### config.mk
export PLATFORM = sky130hd
export DESIGN_NAME = md_unit_top
export DESIGN_NICKNAME = d
export VERILOG_FILES = /design/src/rob_pkg.sv /design/src/mdu_pkg.sv /design/src/md_unit_top.sv /design/src/mult.sv /design/src/divider.sv /design/src/multiplier.sv /design/src/md_issue_queue.sv
export SDC_FILE = /design/constraint.sdc
export NUM_CORES = 2
export LEC_CHECK = 0
export BUFFER_PORTS_ARGS = -buffer_cell sky130_fd_sc_hd__clkbuf_2
export CAP_MARGIN = 5
export CORE_MARGIN = 3
export CORE_UTILIZATION = 30
export CTS_BUF_LIST = sky130_fd_sc_hd__clkbuf_16
export DETAILED_ROUTE_END_ITERATION = 16
export PLACE_DENSITY = 0.46
export SKIP_LAST_GASP = 1
export SYNTH_ARGS = -nofsm -noshare
export SYNTH_HDL_FRONTEND = slang
export SYNTH_SLANG_ARGS = --single-unit
### constraint.sdc
create_clock -name clk -period 11.6 [get_ports clk]
set_input_delay 2.32 -clock clk [delete_from_list [all_inputs] [get_ports clk]]
set_output_delay 2.32 -clock clk [all_outputs]
set_load 0.03 [all_outputs]
### src/rob_pkg.sv
package rob_pkg;

    // reorder buffer index
    localparam int ROB_ADDR_WIDTH = 6;

    typedef logic [ROB_ADDR_WIDTH-1:0] rob_addr_t;

    // exception code, passed from issue to commit untouched
    typedef logic [4:0] exc_t;

endpackage

### src/mdu_pkg.sv
package mdu_pkg;

    // operand and result words
    typedef logic [31:0] word_t;

    // {hi, lo} pair as written to HI/LO
    typedef logic [63:0] dword_t;

    // HI/LO operations handled by this unit
    typedef enum logic [1:0] {
        MD_MULT  = 2'd0,
        MD_MULTU = 2'd1,
        MD_DIV   = 2'd2,
        MD_DIVU  = 2'd3
    } md_op_t;

    // restoring divider, one quotient bit per cycle
    localparam int DIV_CYCLES = 32;

endpackage
### src/md_unit_top.sv
`timescale 1ns/100ps

module md_unit_top #(
    parameter int QUEUE_DEPTH = 4,
    parameter int MUL_STAGES  = 3
) (
    input  logic               clk,
    input  logic               reset,
    input  logic               flush,
    input  logic               issue_valid,
    input  mdu_pkg::md_op_t    issue_op,
    input  mdu_pkg::word_t     issue_a,
    input  mdu_pkg::word_t     issue_b,
    input  rob_pkg::rob_addr_t issue_dst,
    input  rob_pkg::exc_t      issue_exception,
    output logic               issue_ready,
    output logic               commit_valid,
    output mdu_pkg::word_t     commit_hi,
    output mdu_pkg::word_t     commit_lo,
    output rob_pkg::rob_addr_t commit_rob_addr,
    output rob_pkg::exc_t      commit_exception
);
    import mdu_pkg::*;
    import rob_pkg::*;

    // queue head
    logic      q_valid;
    logic      q_pop;
    md_op_t    q_op;
    word_t     q_a;
    word_t     q_b;
    rob_addr_t q_dst;
    exc_t      q_exc;

    // arithmetic blocks
    logic   mul_start;
    logic   mul_signed;
    word_t  mul_a;
    word_t  mul_b;
    dword_t mul_hilo;
    logic   mul_done;
    logic   div_start;
    logic   div_signed;
    word_t  div_a;
    word_t  div_b;
    dword_t div_hilo;
    logic   div_done;

    md_issue_queue #(
        .QUEUE_DEPTH(QUEUE_DEPTH)
    ) u_queue (
        .clk, .reset, .flush,
        .issue_valid, .issue_op, .issue_a, .issue_b, .issue_dst, .issue_exception,
        .issue_ready,
        .q_pop, .q_valid, .q_op, .q_a, .q_b, .q_dst, .q_exc
    );

    mult u_ctrl (
        .clk, .reset, .flush,
        .q_valid, .q_op, .q_a, .q_b, .q_dst, .q_exc, .q_pop,
        .mul_start, .mul_signed, .mul_a, .mul_b, .mul_hilo, .mul_done,
        .div_start, .div_signed, .div_a, .div_b, .div_hilo, .div_done,
        .commit_valid, .commit_hi, .commit_lo, .commit_rob_addr, .commit_exception
    );

    multiplier #(
        .MUL_STAGES(MUL_STAGES)
    ) u_mul (
        .clk, .reset, .flush,
        .mul_start, .mul_signed, .mul_a, .mul_b, .mul_hilo, .mul_done
    );

    divider u_div (
        .clk, .reset, .flush,
        .div_start, .div_signed, .div_a, .div_b, .div_hilo, .div_done
    );

endmodule

### src/mult.sv
`timescale 1ns/100ps

module mult (
    input  logic               clk,
    input  logic               reset,
    input  logic               flush,
    input  logic               q_valid,
    input  mdu_pkg::md_op_t    q_op,
    input  mdu_pkg::word_t     q_a,
    input  mdu_pkg::word_t     q_b,
    input  rob_pkg::rob_addr_t q_dst,
    input  rob_pkg::exc_t      q_exc,
    output logic               q_pop,
    output logic               mul_start,
    output logic               mul_signed,
    output mdu_pkg::word_t     mul_a,
    output mdu_pkg::word_t     mul_b,
    input  mdu_pkg::dword_t    mul_hilo,
    input  logic               mul_done,
    output logic               div_start,
    output logic               div_signed,
    output mdu_pkg::word_t     div_a,
    output mdu_pkg::word_t     div_b,
    input  mdu_pkg::dword_t    div_hilo,
    input  logic               div_done,
    output logic               commit_valid,
    output mdu_pkg::word_t     commit_hi,
    output mdu_pkg::word_t     commit_lo,
    output rob_pkg::rob_addr_t commit_rob_addr,
    output rob_pkg::exc_t      commit_exception
);
    import mdu_pkg::*;
    import rob_pkg::*;

    typedef enum logic [1:0] {
        S_IDLE,
        S_START,
        S_WAIT
    } state_t;

    state_t    state;
    md_op_t    op_r;
    word_t     a_r;
    word_t     b_r;
    rob_addr_t dst_r;
    exc_t      exc_r;
    logic      is_mul;
    logic      unit_done;
    dword_t    unit_hilo;

    // take the head only when nothing is in flight
    assign q_pop = (state == S_IDLE) && q_valid;

    assign is_mul    = (op_r == MD_MULT) || (op_r == MD_MULTU);
    assign unit_done = is_mul ? mul_done : div_done;
    assign unit_hilo = is_mul ? mul_hilo : div_hilo;

    assign mul_start  = (state == S_START) && is_mul;
    assign mul_signed = (op_r == MD_MULT);
    assign mul_a      = a_r;
    assign mul_b      = b_r;

    assign div_start  = (state == S_START) && !is_mul;
    assign div_signed = (op_r == MD_DIV);
    assign div_a      = a_r;
    assign div_b      = b_r;

    always_ff @(posedge clk) begin
        if (reset || flush) begin
            state        <= S_IDLE;
            commit_valid <= 1'b0;
        end else begin
            commit_valid <= 1'b0;
            case (state)
                S_IDLE: begin
                    if (q_pop) begin
                        state <= S_START;
                    end
                end
                S_START: begin
                    state <= S_WAIT;
                end
                S_WAIT: begin
                    if (unit_done) begin
                        commit_valid <= 1'b1;
                        state        <= S_IDLE;
                    end
                end
                default: begin
                    state <= S_IDLE;
                end
            endcase
        end
    end

    // operation and tag held until the next pop
    always_ff @(posedge clk) begin
        if (q_pop) begin
            op_r  <= q_op;
            a_r   <= q_a;
            b_r   <= q_b;
            dst_r <= q_dst;
            exc_r <= q_exc;
        end
    end

    always_ff @(posedge clk) begin
        if (state == S_WAIT && unit_done) begin
            {commit_hi, commit_lo} <= unit_hilo;
        end
    end

    assign commit_rob_addr  = dst_r;
    assign commit_exception = exc_r;

endmodule

### src/divider.sv
`timescale 1ns/100ps

module divider (
    input  logic            clk,
    input  logic            reset,
    input  logic            flush,
    input  logic            div_start,
    input  logic            div_signed,
    input  mdu_pkg::word_t  div_a,
    input  mdu_pkg::word_t  div_b,
    output mdu_pkg::dword_t div_hilo,
    output logic            div_done
);
    import mdu_pkg::*;

    localparam int CNT_W = $clog2(DIV_CYCLES);

    logic             busy;
    logic [CNT_W-1:0] count;
    word_t            rem;
    word_t            quo;
    word_t            divisor;
    logic             neg_q;
    logic             neg_r;
    word_t            abs_a;
    word_t            abs_b;
    dword_t           first_step;
    dword_t           next_step;

    // one restoring step, returns {remainder, quotient}
    function automatic dword_t restore_step(input word_t r, input word_t q, input word_t d);
        logic [33:0] trial;
        trial = {1'b0, r, q[31]} - {2'b00, d};
        if (trial[33]) begin
            return {r[30:0], q[31], q[30:0], 1'b0};
        end
        return {trial[31:0], q[30:0], 1'b1};
    endfunction

    assign abs_a = (div_signed && div_a[31]) ? -div_a : div_a;
    assign abs_b = (div_signed && div_b[31]) ? -div_b : div_b;

    // first step is folded into the load cycle
    assign first_step = restore_step('0, abs_a, abs_b);
    assign next_step  = restore_step(rem, quo, divisor);

    always_ff @(posedge clk) begin
        if (reset || flush) begin
            busy     <= 1'b0;
            count    <= '0;
            div_done <= 1'b0;
        end else begin
            div_done <= busy && (count == '0);
            if (div_start) begin
                busy  <= 1'b1;
                count <= CNT_W'(DIV_CYCLES - 1);
            end else if (busy) begin
                if (count == '0) begin
                    busy <= 1'b0;
                end else begin
                    count <= count - 1'b1;
                end
            end
        end
    end

    always_ff @(posedge clk) begin
        if (div_start) begin
            {rem, quo} <= first_step;
            divisor    <= abs_b;
            neg_q      <= div_signed && (div_a[31] ^ div_b[31]);
            neg_r      <= div_signed && div_a[31];
        end else if (busy) begin
            if (count != '0) begin
                {rem, quo} <= next_step;
            end else begin
                // sign fix, remainder follows the dividend
                div_hilo <= {(neg_r ? -rem : rem), (neg_q ? -quo : quo)};
            end
        end
    end

endmodule

### src/multiplier.sv
`timescale 1ns/100ps

module multiplier #(
    parameter int MUL_STAGES = 3
) (
    input  logic            clk,
    input  logic            reset,
    input  logic            flush,
    input  logic            mul_start,
    input  logic            mul_signed,
    input  mdu_pkg::word_t  mul_a,
    input  mdu_pkg::word_t  mul_b,
    output mdu_pkg::dword_t mul_hilo,
    output logic            mul_done
);
    import mdu_pkg::*;

    logic [32:0]        a_ext;
    logic [32:0]        b_ext;
    logic signed [65:0] product;

    dword_t                prod_pipe [MUL_STAGES];
    logic [MUL_STAGES-1:0] valid_pipe;

    // 33-bit operands so one signed multiply covers both flavours
    assign a_ext   = {mul_signed & mul_a[31], mul_a};
    assign b_ext   = {mul_signed & mul_b[31], mul_b};
    assign product = $signed(a_ext) * $signed(b_ext);

    always_ff @(posedge clk) begin
        if (reset || flush) begin
            valid_pipe <= '0;
        end else begin
            valid_pipe[0] <= mul_start;
            for (int i = 1; i < MUL_STAGES; i++) begin
                valid_pipe[i] <= valid_pipe[i-1];
            end
        end
    end

    always_ff @(posedge clk) begin
        prod_pipe[0] <= product[63:0];
        for (int i = 1; i < MUL_STAGES; i++) begin
            prod_pipe[i] <= prod_pipe[i-1];
        end
    end

    assign mul_hilo = prod_pipe[MUL_STAGES-1];
    assign mul_done = valid_pipe[MUL_STAGES-1];

endmodule

### src/md_issue_queue.sv
`timescale 1ns/100ps

module md_issue_queue #(
    parameter int QUEUE_DEPTH = 4
) (
    input  logic              clk,
    input  logic              reset,
    input  logic              flush,
    input  logic              issue_valid,
    input  mdu_pkg::md_op_t   issue_op,
    input  mdu_pkg::word_t    issue_a,
    input  mdu_pkg::word_t    issue_b,
    input  rob_pkg::rob_addr_t issue_dst,
    input  rob_pkg::exc_t     issue_exception,
    output logic              issue_ready,
    input  logic              q_pop,
    output logic              q_valid,
    output mdu_pkg::md_op_t   q_op,
    output mdu_pkg::word_t    q_a,
    output mdu_pkg::word_t    q_b,
    output rob_pkg::rob_addr_t q_dst,
    output rob_pkg::exc_t     q_exc
);
    import mdu_pkg::*;
    import rob_pkg::*;

    localparam int PTR_W = (QUEUE_DEPTH > 1) ? $clog2(QUEUE_DEPTH) : 1;
    localparam int CNT_W = $clog2(QUEUE_DEPTH + 1);

    md_op_t    op_mem  [QUEUE_DEPTH];
    word_t     a_mem   [QUEUE_DEPTH];
    word_t     b_mem   [QUEUE_DEPTH];
    rob_addr_t dst_mem [QUEUE_DEPTH];
    exc_t      exc_mem [QUEUE_DEPTH];

    logic [PTR_W-1:0] rd_ptr;
    logic [PTR_W-1:0] wr_ptr;
    logic [CNT_W-1:0] count;
    logic             push;
    logic             pop;

    // no accept while full, in reset or in the flush cycle
    assign issue_ready = (count != CNT_W'(QUEUE_DEPTH)) && !reset && !flush;
    assign push        = issue_valid && issue_ready;
    assign pop         = q_pop && q_valid;

    always_ff @(posedge clk) begin
        if (reset || flush) begin
            rd_ptr <= '0;
            wr_ptr <= '0;
            count  <= '0;
        end else begin
            if (push) begin
                wr_ptr <= (wr_ptr == PTR_W'(QUEUE_DEPTH - 1)) ? '0 : wr_ptr + 1'b1;
            end
            if (pop) begin
                rd_ptr <= (rd_ptr == PTR_W'(QUEUE_DEPTH - 1)) ? '0 : rd_ptr + 1'b1;
            end
            // push and pop together leave the count unchanged
            if (push && !pop) begin
                count <= count + 1'b1;
            end else if (pop && !push) begin
                count <= count - 1'b1;
            end
        end
    end

    always_ff @(posedge clk) begin
        if (push) begin
            op_mem[wr_ptr]  <= issue_op;
            a_mem[wr_ptr]   <= issue_a;
            b_mem[wr_ptr]   <= issue_b;
            dst_mem[wr_ptr] <= issue_dst;
            exc_mem[wr_ptr] <= issue_exception;
        end
    end

    // head straight from storage
    assign q_valid = (count != '0);
    assign q_op    = op_mem[rd_ptr];
    assign q_a     = a_mem[rd_ptr];
    assign q_b     = b_mem[rd_ptr];
    assign q_dst   = dst_mem[rd_ptr];
    assign q_exc   = exc_mem[rd_ptr];

endmodule

==> results.toml <==
[clocking]
cts_max_level = 3
holdBufCountCts = 0
clock_path_buffers = 3
post-cts-setup-buffers = 0
clkLatencyLatePin_ps = 720
numCtsBuffers = 91
path_clk_slew_ps = 60
cts_tree = "done"
post_cts_resized = 0
cts_root_buf = "clkbuf_16"
clock_sinks = 823

[place]
pre_cts_slack_ps = 2170
dp_cells = 9163
io_buffer_count = 157
placed_cell_area_sq_um = 73500
routabilityCongestion = 0.896
dpl.hpwl_um = 148000

[floorplan]
die_w_um = 486
dieArea_sq_um = 236000
row_count = 175
die_h_um = 486
num_io_pins = 158
start_util_pct = 30.3
coreArea_sq_um = 228000

[final_layout]
layout.nets = 7714
fin_area_sq_um = 76400
layoutNonFillerInstCount = 9337
drive_gt1_share_pct = 9.60
syn_to_final_growth_pct = 10.4

[yosys]
ys.flop_type = "edfxtp_1"
synth-seq-area-share_pct = 32.7
async_flop_share_pct = 0
syn_inst = 6205
synth_top_cell_by_area = "fa_1"
synth_top_cell_area_share_pct = 32.6
syn_area_per_cell_sq_um = 11.1
netlist_area_sq_um = 69200
synth_edf_count = 611
yosys_warnings = 0
syn_nets = 7672
synth_seq_cells = 823
synthDistinctLibCells = 83
netlist_top_cells_area = "fa_1 (33%), edfxtp_1 (27%), inv_1 (6.9%), dfxtp_1 (6.1%), nand2_1 (4.8%)"

[sta]
rsz0062_at_grt = "false"
period_minus_slack_ps = 9420
finClkSkew_ps = 33.7
finalHoldViolations = 0
max_freq_ghz = 0.106
relSlewSlack_pct = 20.4
slew_violations = 0
setup_tns_ps = 0
tightest_slew_ps = 1190
setup_violations = 0
period_share_pct = 81.2
worst_slack_ps = 2180

[detailed_routing]
ant_nets = 0
vias = 43621
wl_um = 199000
detail_route.drc_violations = 0
first_pass_iters = 6
post_drt_via_cell_ratio = 4.67
drt_iter0_drc = 3003
avgRoutedWirePerCell_um = 21.3

[worst_setup_path]
arrival_ps = 10000
path_buf_inv = 7
slowest_delay_ps = 970
cp_slowest_cell = "fa_1"
worst_r2r_path_depth = 26
crit_path_start_kind = "flop"
path_max_fanout = 14
setup.worst_path.end_class = "flop"
critPathKind = "reg -> reg"
cpMostUsedCell = "fa_1"
crit_family = "adder cells"
cp.required_ps = 12170
cp.depth = 26

[global_routing]
grt.total_usage_pct = 17.2
grt_pass1_wl_um = 305000
grt_overflow = 0
grt_pass1_vias = 47016
antenna_found_initial = 16
grt_max_degree = 55

[status]
status = "finished, final reports clean"

[flow_run]
maxCapViolCount = 0

[min_path]
hp-class = "reg -> reg"
hold_path_depth = 0
area by class of cell:
cell class                 count  area (sq um)
clock buffer                  98          2450
multi-input combinational   3783         40600
timing repair buffer         282          1740
sequential                   823         22600
tap                         3009          3760
fill                       23061        152000
clock inverter                69           483
antenna                        7          17.5
inverter                    1266          4750
per-stage QoR:
stage | utilization (%) | hold WS, ps
finish | 33.5 | 321
CTS | 33.4 | 322
detailed placement | 32.2 | 312
floorplan | - | 310
global route | 33.4 | 327
global placement | 32.2 | 311
sequential cells by signal, summed over array words and instances, names as in the netlist, 3 cells and up:
register                 flops
u_mul.prod_pipe            192
u_queue.b_mem              128
u_ctrl.commit_hi            32
u_div.rem                   32
u_ctrl.commit_lo            32
u_ctrl.div_a                32
u_div.div_hilo              64
u_queue.count                3
u_ctrl.div_b                32
u_div.count                  5
u_div.quo                   32
u_mul.valid_pipe             3
u_queue.dst_mem             24
u_queue.op_mem               8
u_div.divisor               32
u_queue.exc_mem             20
u_ctrl.commit_rob_addr       6
u_queue.a_mem              128
u_ctrl.commit_exception      5
worst reg2reg max path: cells and delay by family (launching register included):
kind                     cells  cell delay (ps)
adder cells (fa/ha/maj)      9             4960
flip-flops                   1              680
AND/OR/NAND/NOR              4             1250
XOR/XNOR                     1              100
buffers and inverters        7              960
AO/OA/AOI/OAI                5             1360
cells in the final DEF, fill, tap and decap left out, drive strengths merged, types with 16 or more instances in the layout:
master / n
nor3: 38
a21oi: 118
nor4: 17
o41ai: 16
xnor2: 155
clkbuf: 255
or4: 24
nand2: 888
and3: 30
nand3: 23
nand2b: 19
or3: 17
nor2b: 17
mux2: 67
o31ai: 26
fa: 1127
o21ai: 128
a21o: 44
dfxtp: 212
o21bai: 19
a31oi: 19
edfxtp: 611
mux2i: 22
mux4: 77
clkinv: 31
xor2: 65
and2: 295
nor2: 149
inv: 1293
buf: 125
ha: 259
logic make-up after synthesis:
kind of cell / share of synthesized area (%)
XOR/XNOR: 2.79
flip-flops: 32.7
multiplexers: 3.92
adder cells (fa/ha/maj): 37.3
AO/OA/AOI/OAI: 4.13
buffers and inverters: 8.71
AND/OR/NAND/NOR: 10.5
cells in the mapped netlist, drive strengths merged (44+ instances only):
master	n
a21o	44
a21oi	118
and2	295
buf	79
clkbuf	254
dfxtp	212
edfxtp	611
fa	1127
ha	259
inv	1266
mux2	67
mux4	77
nand2	888
nor2	149
o21ai	128
xnor2	155
xor2	65
metal layers:
metal / track usage [%] / vias to the layer above / wire, um / share of wire (%)
met5: 0 / - / 73 / 0.037
met4: 3.86 / 10 / 4260 / 2.1
met3: 2.97 / 256 / 11800 / 5.9
met2: 27.2 / 1170 / 90500 / 45
met1: 24.5 / 22843 / 92700 / 47
li1: - / 19342 / - / -
path summary, 6_finish.rpt:
check                              start                       to  slack [ps]
setup / recovery        u_ctrl.div_a[31]   u_mul.prod_pipe[0][63]        2180
hold / removal    u_mul.prod_pipe[0][38]  u_mul.prod_pipe[0][102]         320
setup reg to reg        u_ctrl.div_a[31]   u_mul.prod_pipe[0][63]        2180
hold reg to reg   u_mul.prod_pipe[0][38]  u_mul.prod_pipe[0][102]         320
Power is left out: the tool's default activity adds up to more than one toggle a clock period on the data nets, which glitch-free logic cannot reach.
